--- src/verilog/overlay_macros.svh ---
`ifndef OVERLAY_MACROS_SVH
`define OVERLAY_MACROS_SVH

// Box set
`define BOX_NUM    4
`define BOX_WIDTH  2
`define BOX_BYTES  6

// Active video size
`define H_ACT      1280
`define V_ACT      720

// Coordinate widths, enough for H_ACT and V_ACT
`define X_W        11
`define Y_W        10

`endif

--- src/verilog/overlay_pkg.sv ---
`default_nettype none

`include "overlay_macros.svh"

package overlay_pkg;

    // One box record, written bytewise and read as fields
    typedef union packed {
        logic [0:`BOX_BYTES-1][7:0] bytes;
        struct packed {
            logic [3:0]       spare;
            logic [1:0]       color;
            logic [`X_W-1:0]  start_x;
            logic [`Y_W-1:0]  start_y;
            logic [`X_W-1:0]  end_x;
            logic [`Y_W-1:0]  end_y;
        } f;
    } box_rec_u;

    // Border colours by index
    localparam logic [23:0] PALETTE [4] = '{
        24'hFF_00_00,
        24'h00_FF_00,
        24'h00_00_FF,
        24'hFF_FF_00
    };

endpackage : overlay_pkg

`default_nettype wire

--- src/verilog/pix_if.sv ---
`default_nettype none
`timescale 1ns/1ps

`include "overlay_macros.svh"

interface pix_if;

    logic              de;
    logic              hsync;
    logic              vsync;
    logic [23:0]       rgb;
    logic [`X_W-1:0]   x;
    logic [`Y_W-1:0]   y;

    modport source (
        output de, hsync, vsync, rgb, x, y
    );

    modport sink (
        input de, hsync, vsync, rgb, x, y
    );

endinterface : pix_if

`default_nettype wire

--- src/verilog/udp_box_loader.sv ---
`default_nettype none
`timescale 1ns/1ps

`include "overlay_macros.svh"

module udp_box_loader (
    input  logic                  i_clk,
    input  logic                  i_rst,
    input  logic                  i_udp_valid,
    input  logic [7:0]            i_udp_data,
    output overlay_pkg::box_rec_u o_boxes [`BOX_NUM],
    output logic                  o_boxes_loaded
);

    import overlay_pkg::*;

    localparam int BOX_IDX_W  = $clog2(`BOX_NUM);
    localparam int BYTE_IDX_W = $clog2(`BOX_BYTES);

    logic [BOX_IDX_W-1:0]  box_idx;
    logic [BYTE_IDX_W-1:0] byte_idx;
    logic                  last_byte;

    box_rec_u stage      [`BOX_NUM];
    box_rec_u stage_next [`BOX_NUM];

    assign last_byte = (box_idx == BOX_IDX_W'(`BOX_NUM - 1)) &&
                       (byte_idx == BYTE_IDX_W'(`BOX_BYTES - 1));

    // Staging set with the current byte merged in
    always_comb begin
        stage_next = stage;
        if (i_udp_valid) begin
            stage_next[box_idx].bytes[byte_idx] = i_udp_data;
        end
    end

    always_ff @(posedge i_clk) begin
        stage <= stage_next;
    end

    always_ff @(posedge i_clk) begin
        if (i_rst) begin
            box_idx        <= '0;
            byte_idx       <= '0;
            o_boxes_loaded <= 1'b0;
            for (int i = 0; i < `BOX_NUM; i++) begin
                o_boxes[i] <= '0;
            end
        end else begin
            o_boxes_loaded <= 1'b0;
            if (i_udp_valid) begin
                if (byte_idx == BYTE_IDX_W'(`BOX_BYTES - 1)) begin
                    byte_idx <= '0;
                    box_idx  <= last_byte ? '0 : box_idx + 1'b1;
                end else begin
                    byte_idx <= byte_idx + 1'b1;
                end
                // Whole set goes out at once
                if (last_byte) begin
                    o_boxes        <= stage_next;
                    o_boxes_loaded <= 1'b1;
                end
            end
        end
    end

endmodule : udp_box_loader

`default_nettype wire

--- src/verilog/box_drawer.sv ---
`default_nettype none
`timescale 1ns/1ps

`include "overlay_macros.svh"

module box_drawer (
    input  logic                  i_clk,
    input  logic                  i_rst,
    input  overlay_pkg::box_rec_u i_box,
    pix_if.sink                   pix,
    output logic                  o_hit,
    output logic [23:0]           o_color
);

    import overlay_pkg::*;

    logic [`X_W:0] sx_in, x_in;
    logic [`Y_W:0] sy_in, y_in;
    logic          in_outer;
    logic          in_inner;

    // Inner bounds one bit wider so nothing wraps
    assign sx_in = {1'b0, i_box.f.start_x} + (`X_W+1)'(`BOX_WIDTH);
    assign sy_in = {1'b0, i_box.f.start_y} + (`Y_W+1)'(`BOX_WIDTH);
    assign x_in  = {1'b0, pix.x} + (`X_W+1)'(`BOX_WIDTH);
    assign y_in  = {1'b0, pix.y} + (`Y_W+1)'(`BOX_WIDTH);

    // An inverted box never passes the outer test
    assign in_outer = (pix.x >= i_box.f.start_x) && (pix.x <= i_box.f.end_x) &&
                      (pix.y >= i_box.f.start_y) && (pix.y <= i_box.f.end_y);

    assign in_inner = ({1'b0, pix.x} >= sx_in) && (x_in <= {1'b0, i_box.f.end_x}) &&
                      ({1'b0, pix.y} >= sy_in) && (y_in <= {1'b0, i_box.f.end_y});

    always_ff @(posedge i_clk) begin
        if (i_rst) begin
            o_hit <= 1'b0;
        end else begin
            o_hit <= pix.de && in_outer && !in_inner;
        end
    end

    always_ff @(posedge i_clk) begin
        o_color <= PALETTE[i_box.f.color];
    end

endmodule : box_drawer

`default_nettype wire

--- src/verilog/box_overlay_mux.sv ---
`default_nettype none
`timescale 1ns/1ps

`include "overlay_macros.svh"

module box_overlay_mux (
    input  logic                       i_clk,
    input  logic                       i_rst,
    pix_if.sink                        pix_in,
    input  logic [`BOX_NUM-1:0]        i_hits,
    input  logic [`BOX_NUM-1:0][23:0]  i_colors,
    pix_if.source                      pix_out
);

    logic             de_d, hsync_d, vsync_d;
    logic [23:0]      rgb_d;
    logic [`X_W-1:0]  x_d;
    logic [`Y_W-1:0]  y_d;

    logic             any_hit;
    logic [23:0]      win_color;

    // Lowest box index wins
    always_comb begin
        any_hit   = 1'b0;
        win_color = '0;
        for (int i = `BOX_NUM - 1; i >= 0; i--) begin
            if (i_hits[i]) begin
                any_hit   = 1'b1;
                win_color = i_colors[i];
            end
        end
    end

    // Stage 1 lines up with the drawers
    always_ff @(posedge i_clk) begin
        if (i_rst) begin
            de_d    <= 1'b0;
            hsync_d <= 1'b0;
            vsync_d <= 1'b0;
        end else begin
            de_d    <= pix_in.de;
            hsync_d <= pix_in.hsync;
            vsync_d <= pix_in.vsync;
        end
    end

    always_ff @(posedge i_clk) begin
        rgb_d <= pix_in.rgb;
        x_d   <= pix_in.x;
        y_d   <= pix_in.y;
    end

    always_ff @(posedge i_clk) begin
        if (i_rst) begin
            pix_out.de    <= 1'b0;
            pix_out.hsync <= 1'b0;
            pix_out.vsync <= 1'b0;
        end else begin
            pix_out.de    <= de_d;
            pix_out.hsync <= hsync_d;
            pix_out.vsync <= vsync_d;
        end
    end

    always_ff @(posedge i_clk) begin
        pix_out.rgb <= any_hit ? win_color : rgb_d;
        pix_out.x   <= x_d;
        pix_out.y   <= y_d;
    end

endmodule : box_overlay_mux

`default_nettype wire

--- src/verilog/box_overlay_top.sv ---
`default_nettype none
`timescale 1ns/1ps

`include "overlay_macros.svh"

module box_overlay_top (
    input  logic             i_clk,
    input  logic             i_rst,
    // Box bytes from the UDP receiver
    input  logic             i_udp_valid,
    input  logic [7:0]       i_udp_data,
    // Camera pixel pack
    input  logic             i_de,
    input  logic             i_hsync,
    input  logic             i_vsync,
    input  logic [23:0]      i_rgb,
    input  logic [`X_W-1:0]  i_x,
    input  logic [`Y_W-1:0]  i_y,
    // Overlaid pixel pack
    output logic             o_de,
    output logic             o_hsync,
    output logic             o_vsync,
    output logic [23:0]      o_rgb,
    output logic [`X_W-1:0]  o_x,
    output logic [`Y_W-1:0]  o_y,
    output logic             o_boxes_loaded
);

    import overlay_pkg::*;

    pix_if pix_cam ();
    pix_if pix_ovl ();

    box_rec_u                   boxes [`BOX_NUM];
    logic [`BOX_NUM-1:0]        hits;
    logic [`BOX_NUM-1:0][23:0]  colors;

    assign pix_cam.de    = i_de;
    assign pix_cam.hsync = i_hsync;
    assign pix_cam.vsync = i_vsync;
    assign pix_cam.rgb   = i_rgb;
    assign pix_cam.x     = i_x;
    assign pix_cam.y     = i_y;

    assign o_de    = pix_ovl.de;
    assign o_hsync = pix_ovl.hsync;
    assign o_vsync = pix_ovl.vsync;
    assign o_rgb   = pix_ovl.rgb;
    assign o_x     = pix_ovl.x;
    assign o_y     = pix_ovl.y;

    udp_box_loader u_loader (
        .i_clk         (i_clk         ),
        .i_rst         (i_rst         ),
        .i_udp_valid   (i_udp_valid   ),
        .i_udp_data    (i_udp_data    ),
        .o_boxes       (boxes         ),
        .o_boxes_loaded(o_boxes_loaded)
    );

    for (genvar i = 0; i < `BOX_NUM; i++) begin : g_box
        box_drawer u_drawer (
            .i_clk  (i_clk    ),
            .i_rst  (i_rst    ),
            .i_box  (boxes[i] ),
            .pix    (pix_cam  ),
            .o_hit  (hits[i]  ),
            .o_color(colors[i])
        );
    end

    box_overlay_mux u_mux (
        .i_clk   (i_clk  ),
        .i_rst   (i_rst  ),
        .pix_in  (pix_cam),
        .i_hits  (hits   ),
        .i_colors(colors ),
        .pix_out (pix_ovl)
    );

endmodule : box_overlay_top

`default_nettype wire

--- config.mk ---
export PLATFORM = sky130hd
export DESIGN_NAME = box_overlay_top
export DESIGN_NICKNAME = d
export VERILOG_FILES = /design/src/verilog/overlay_pkg.sv /design/src/verilog/pix_if.sv /design/src/verilog/udp_box_loader.sv /design/src/verilog/box_drawer.sv /design/src/verilog/box_overlay_mux.sv /design/src/verilog/box_overlay_top.sv
export VERILOG_INCLUDE_DIRS = /design/src /design/src/verilog
export SDC_FILE = /design/constraint.sdc
export NUM_CORES = 1
export LEC_CHECK = 0
export BUFFER_PORTS_ARGS = -buffer_cell sky130_fd_sc_hd__clkbuf_2
export CAP_MARGIN = 20
export CORE_MARGIN = 8
export CORE_UTILIZATION = 55
export CTS_CLUSTER_DIAMETER = 40
export DETAILED_ROUTE_END_ITERATION = 7
export PLACE_DENSITY = 0.81
export SLEW_MARGIN = 20
export SYNTH_ARGS = -nofsm -noshare
export SYNTH_HDL_FRONTEND = slang
export SYNTH_SLANG_ARGS = --single-unit
--- constraint.sdc ---
create_clock -name i_clk -period 3.7 [get_ports i_clk]
set_input_delay 0.37 -clock i_clk [delete_from_list [all_inputs] [get_ports i_clk]]
set_output_delay 0.37 -clock i_clk [all_outputs]
set_load 0.05 [all_outputs]
* After elaboration in Yosys (flattened, before gate mapping)
Index checks and enable logic that the tools add are counted.
Widths: inputs -> output; s select.
** Storage, ports and cells
- Input bits :: 59
- Output and inout bits :: 49
- Flip-flop bits (word level) :: 570
** Cells by class
- Add/sub/neg operators :: 12
- Bitwise operators :: 7
- Multiplexer cells :: 30
- Reductions and logical operators :: 42
- Equality and inequality tests :: 2
- Order comparisons :: 40
** Operators with widths (number)
- $mux 24 :: 13
- $bmux 24 s2 :: 4
- $bwmux 192 :: 1
- $mux 192 :: 1
- $demux 48 s2 :: 1
- $add 11x2->12 const B :: 5
- $add 10x2->11 const B :: 5
- $ge 11x12->1 :: 4
- $le 12x11->1 :: 4
- $mux 48 :: 1
- $ge 10x11->1 :: 4
- $ge 11x11->1 :: 4
- $le 11x10->1 :: 4
- $le 11x11->1 :: 4
- $ge 10x10->1 :: 4
- $le 10x10->1 :: 4
- $logic_and 1x1->1 :: 35
- $demux 8 s3 :: 1
- $ge 3x3->1 const B :: 5
- $not 2->3 :: 5
- $mux 8 :: 1
- $mux 1 :: 5
- $ge 4x4->1 const B :: 1
- $logic_not 1->1 :: 4
- other kinds (12) :: 13

* Logic depth before layout (Yosys ltp)
- Word-level depth :: 9
- Gate-level depth with buffers :: 12
- Gate-level depth less buffers :: 12

* By module
A second synthesis with hierarchy kept.
** Second synthesis, totals
- Cell total of the unflattened synthesis :: 2982
- Area total of the unflattened synthesis :: 27765.4 um^2
** Modules (own cells, without submodules)
- udp_box_loader :: area an instance 13993.4 um^2, seq. area each 7647.3 um^2, cells an instance 1343, instances 1
- box_overlay_mux :: area an instance 3011.6 um^2, seq. area each 1921.8 um^2, cells an instance 265, instances 1
- box_drawer at g_box[0].u_drawer :: area an instance 2726.4 um^2, seq. area each 80.1 um^2, cells an instance 348, instances 1
- box_drawer at g_box[1].u_drawer :: area an instance 2695.1 um^2, seq. area each 80.1 um^2, cells an instance 341, instances 1
- box_drawer at g_box[3].u_drawer :: area an instance 2676.3 um^2, seq. area each 80.1 um^2, cells an instance 341, instances 1
- box_drawer at g_box[2].u_drawer :: area an instance 2662.6 um^2, seq. area each 80.1 um^2, cells an instance 344, instances 1

* Least setup slack after synthesis
Ideal clock, no wire load.
- Path kind :: input to register
- From :: input port i_x[1]
- To :: register g_box[3].u_drawer.o_hit
- Setup slack :: 1037 ps
- Stages :: 12
- Required time :: 3566 ps
- Arrival :: 2529 ps
- Buffers on the path :: 0
- Cell sequence :: ha_1 and2_1 nand2_1 nor2_1 xor2_1 ha_1 a21o_1 a21oi_1 o21ai_0 o31a_1 a2111oi_0 a211oi_1
** Between the ends
- Longest elaborated chain between the ends :: 7
- Elaborated cells between the ends (all ways) :: 14
- Those cells by class :: add/sub (1); order compare (4); reduce/logical (9)
** Ends and longest elaborated chain
- start: declaration :: line box_overlay_top.sv:17 : input logic [`X_W-1:0] i_x,
- $add 11x2->12 :: line box_drawer.sv:25 : assign x_in = {1'b0, pix.x} + (`X_W+1)'(`BOX_WIDTH);
- $le 12x11->1 :: line box_drawer.sv:32 : assign in_inner = ({1'b0, pix.x} >= sx_in) && (x_in <= {1'b0, i_box.f.end_x}) &&
- $logic_and 1x1->1 (2 in series) :: line box_drawer.sv:32
- $logic_and 1x1->1 :: line box_drawer.sv:33 : ({1'b0, pix.y} >= sy_in) && (y_in <= {1'b0, i_box.f.end_y});
- $logic_not 1->1 :: line box_drawer.sv:39 : o_hit <= pix.de && in_outer && !in_inner;
- $logic_and 1x1->1 * :: line box_drawer.sv:39
- end signal: assignment :: line box_drawer.sv:39
- end: declaration :: line box_drawer.sv:11 : output logic o_hit,
Mark *: on every way between the ends. The rest lies on a longest branch, timed or not.
A chain may end at the register's enable or synchronous reset.

* Worst setup path after layout
- From :: register u_loader.o_boxes[176] in the netlist's numbering
- To :: register g_box[0].u_drawer.o_hit
** Between the ends
- Longest elaborated chain between the ends :: 7
- Elaborated cells between the ends (all ways) :: 12
- Those cells by class :: add/sub (1); order compare (2); reduce/logical (9)
** Ends and longest elaborated chain
- start: declaration :: line udp_box_loader.sv:11 : output overlay_pkg::box_rec_u o_boxes [`BOX_NUM],
- start signal: assignment :: line udp_box_loader.sv:61 : o_boxes <= stage_next;
- $add 11x2->12 :: line box_drawer.sv:23 : assign sx_in = {1'b0, i_box.f.start_x} + (`X_W+1)'(`BOX_WIDTH);
- $ge 11x12->1 :: line box_drawer.sv:32
- $logic_and 1x1->1 (2 in series) :: line box_drawer.sv:32
- $logic_and 1x1->1 :: line box_drawer.sv:33
- $logic_not 1->1 :: line box_drawer.sv:39
- $logic_and 1x1->1 * :: line box_drawer.sv:39
- end signal: assignment :: line box_drawer.sv:39
- end: declaration :: line box_drawer.sv:11
Marks and branches as above.

==> results_dict.tcl <==
set metrics [dict create \
    cts_buffer_depth 3 \
    finalSetupViolCount 0 \
    drcViolationCount 0 \
    powerDensity_mw_per_mm2 462 \
    clock_skew_ns 0.0207 \
    cts_tree "built" \
    ctsResizeCount 0 \
    syn_nets 2758 \
    grt.overflow.total 0 \
    finalSetupTns_ns 0 \
    die_area_sq_mm 0.0495 \
    slew_viol_final 0 \
    p_leak_nw 11.3 \
    totalWireLength_mm 66.7 \
    grt_max_degree 178 \
    synthFlopType "dfxtp_1" \
    ant_nets 0 \
    fmax_mhz 303 \
    worst_ir_drop_vdd_mv 0.404 \
    drt_iter0_drc 1299 \
    max_slew_margin 0.314 \
    grt_use_met3 0.0510 \
    gp_congestion 0.951 \
    place_hpwl_mm 46.3 \
    rows 75 \
    path_clk_slew_ns 0.06 \
    cts-root-buf "clkbuf_16" \
    cp_data_required_time_ns 4.16 \
    post_drt_wl_per_cell_um 21.6 \
    grt_pass1_vias 18900 \
    yosysSeqAreaShare 0.394 \
    fin_crit_ns 3.30 \
    post-route-period-util 0.892 \
    cts_inserted_buffers 58 \
    cts.sinks 462 \
    coreArea_sq_mm 0.0420 \
    ys_seq_elements 462 \
    grt_pass1_wl_mm 105 \
    synth.largest_area_cell "dfxtp_1" \
    cap_violations 0 \
    hold_class "in -> reg" \
    p_total_w 0.0124 \
    vias 18400 \
    syn_area_sq_mm 0.0235 \
    fp.dieW_um 223 \
    async_flop_share 0 \
    drive_gt1_frac 0.200 \
    synth_cell_types 62 \
    antenna_found_initial 2 \
    areaGrowthSynthToFinish_pct 14.8 \
    post_cts_buffers 0 \
    die_h_um 223 \
    synth_edf_count 0 \
    synthCells 2361 \
    grt_usage 0.263 \
    outcome "completed" \
    end_kind "flop" \
    hold_buffers 28 \
    first_pass_iters 6 \
    tightest_slew_ns 1.03 \
    ys_warn_count 0 \
    arrival_ns 3.76 \
    fin_area_sq_mm 0.0269 \
    synth_area_leaders "dfxtp_1 (39%), ha_1 (18%), mux2_2 (8.1%)" \
    ios 108 \
    routed_via_density 5.94 \
    start_util 0.558 \
    portBuffers 107 \
    fin_nets 2899 \
    syn_area_per_cell_sq_um 9.94 \
    rsz0062_at_grt "no" \
    worstPathMaxFanout 4 \
    clk_latency_ns 0.62 \
    synth_top_area_frac 0.394 \
    grt_use_met1 0.323 \
    grtUsageMet2 0.445 \
    worstSetupStartpointType "flop" \
    path_class "reg -> reg" \
    htreeDepth 2 \
    busiest_layer "met2" \
    dpl_cell_area_sq_mm 0.0245 \
    final-hold-violation-count 0 \
]
==> Yosys cell counts, types with 3 or more instances <==
library cell / number
dfxtp_1: 462
a21o_1: 40
xor2_1: 6
a31oi_1: 5
o2111a_1: 3
nor2_1: 219
o21a_1: 7
mux2i_1: 7
clkbuf_1: 56
o211ai_1: 14
a221oi_1: 7
ha_1: 338
a2111oi_0: 11
nor3_1: 37
nand4_1: 36
and3_1: 15
nor2b_1: 32
o22ai_1: 3
a41oi_1: 3
nand4b_1: 3
buf_6: 11
a211oi_2: 90
o21bai_1: 5
nor4_1: 10
nor4bb_1: 3
inv_1: 182
o221ai_1: 3
nand2b_1: 12
o21ai_0: 54
nand3_1: 58
xnor2_1: 70
a211oi_1: 76
nand3b_1: 3
o2111ai_1: 6
a21oi_1: 102
a211o_1: 3
and4_1: 7
buf_1: 14
a221o_1: 3
mux2_2: 169
nand2_1: 144
and2_1: 3
==> logic make-up after synthesis <==
| group | synth area share |
|---|---|
| compound gates | 0.150 |
| xor+xnor | 0.0284 |
| simple gates | 0.118 |
| fa+ha+maj | 0.180 |
| flops | 0.394 |
| buf+inv | 0.0460 |
| mux | 0.0841 |
==> final timing paths <==
kind / slack [ns] / to / cells past startpoint / start
setup / recovery: 0.40 / g_box[0].u_drawer.o_hit / 12 / u_loader.o_boxes[176]
hold / removal: 0.13 / u_loader.byte_idx[0] / 3 / i_udp_valid
setup reg to reg: 0.40 / g_box[0].u_drawer.o_hit / 12 / u_loader.o_boxes[176]
hold reg to reg: 0.33 / u_mux.pix_out.x[9] / 0 / u_mux.x_d[9]
==> layout by cell type (no fill, tap or decap), drive strengths merged, types with 58 or more instances in the layout <==
master,synthesis,final
nand2,145,145
inv,182,196
nor2,219,219
xnor2,70,70
dfxtp,462,462
a211oi,166,166
ha,338,338
mux2,169,169
a21oi,102,102
nand3,58,58
clkbuf,56,172
==> layout make-up <==
type	instances	area [sq um]
Antenna cell	1	2.50
Clock buffer	65	1530
Clock inverter	43	579
Fill cell	3274	15100
Inverter	182	683
Multi-Input combinational cell	1634	13100
Sequential cell	462	9250
Tap cell	539	674
Timing Repair Buffer	164	1070
==> registers in the layout, summed over array words and instances (netlist names), 3 cells and up <==
| name | flops |
|---|---|
| u_loader.o_boxes | 176 |
| u_loader.stage | 168 |
| u_mux.pix_out.rgb | 24 |
| u_mux.rgb_d | 24 |
| g_box.u_drawer.o_color | 12 |
| u_mux.pix_out.x | 11 |
| u_mux.x_d | 11 |
| u_mux.pix_out.y | 10 |
| u_mux.y_d | 10 |
| g_box.u_drawer.o_hit | 4 |
| u_loader.byte_idx | 3 |
==> per-stage QoR <==
step,setup WS [ns],hold WS [ns],cells,util
final,0.400,0.131,3090,0.641
after global routing,0.211,0.142,3089,0.641
after CTS,0.483,0.0995,3089,0.641
after detailed placement,0.431,0.312,2953,0.584
after global placement,0.523,0.310,2953,0.584
after floorplan,1.04,0.310,2361,-
==> where the power goes <==
group,switching [W],internal [W]
Clock,0.00235,0.00368
Sequential,0.0000520,0.00516
Combinational,0.000766,0.000436
Total,0.00317,0.00928
==> layer usage <==
metal	wire length (um)	vias up
met5	13	-
met4	3270	2
met3	4510	208
met2	30900	660
met1	28000	8785
li1	-	8712
==> worst max-delay path, cell delays in order (launching register included) <==
cell and delay, ns:
dfxtp_1 0.40, inv_1 0.11, nor4_1 0.57, nand2_1 0.10, or4_1 0.43, xnor2_1 0.15, ha_1 0.32, nand4_1 0.16
nor2_1 0.13, o21ai_0 0.09, a21oi_1 0.30, a2bb2oi_1 0.29, a31oi_1 0.12
Note: power is estimated with default switching activity, not from simulation.
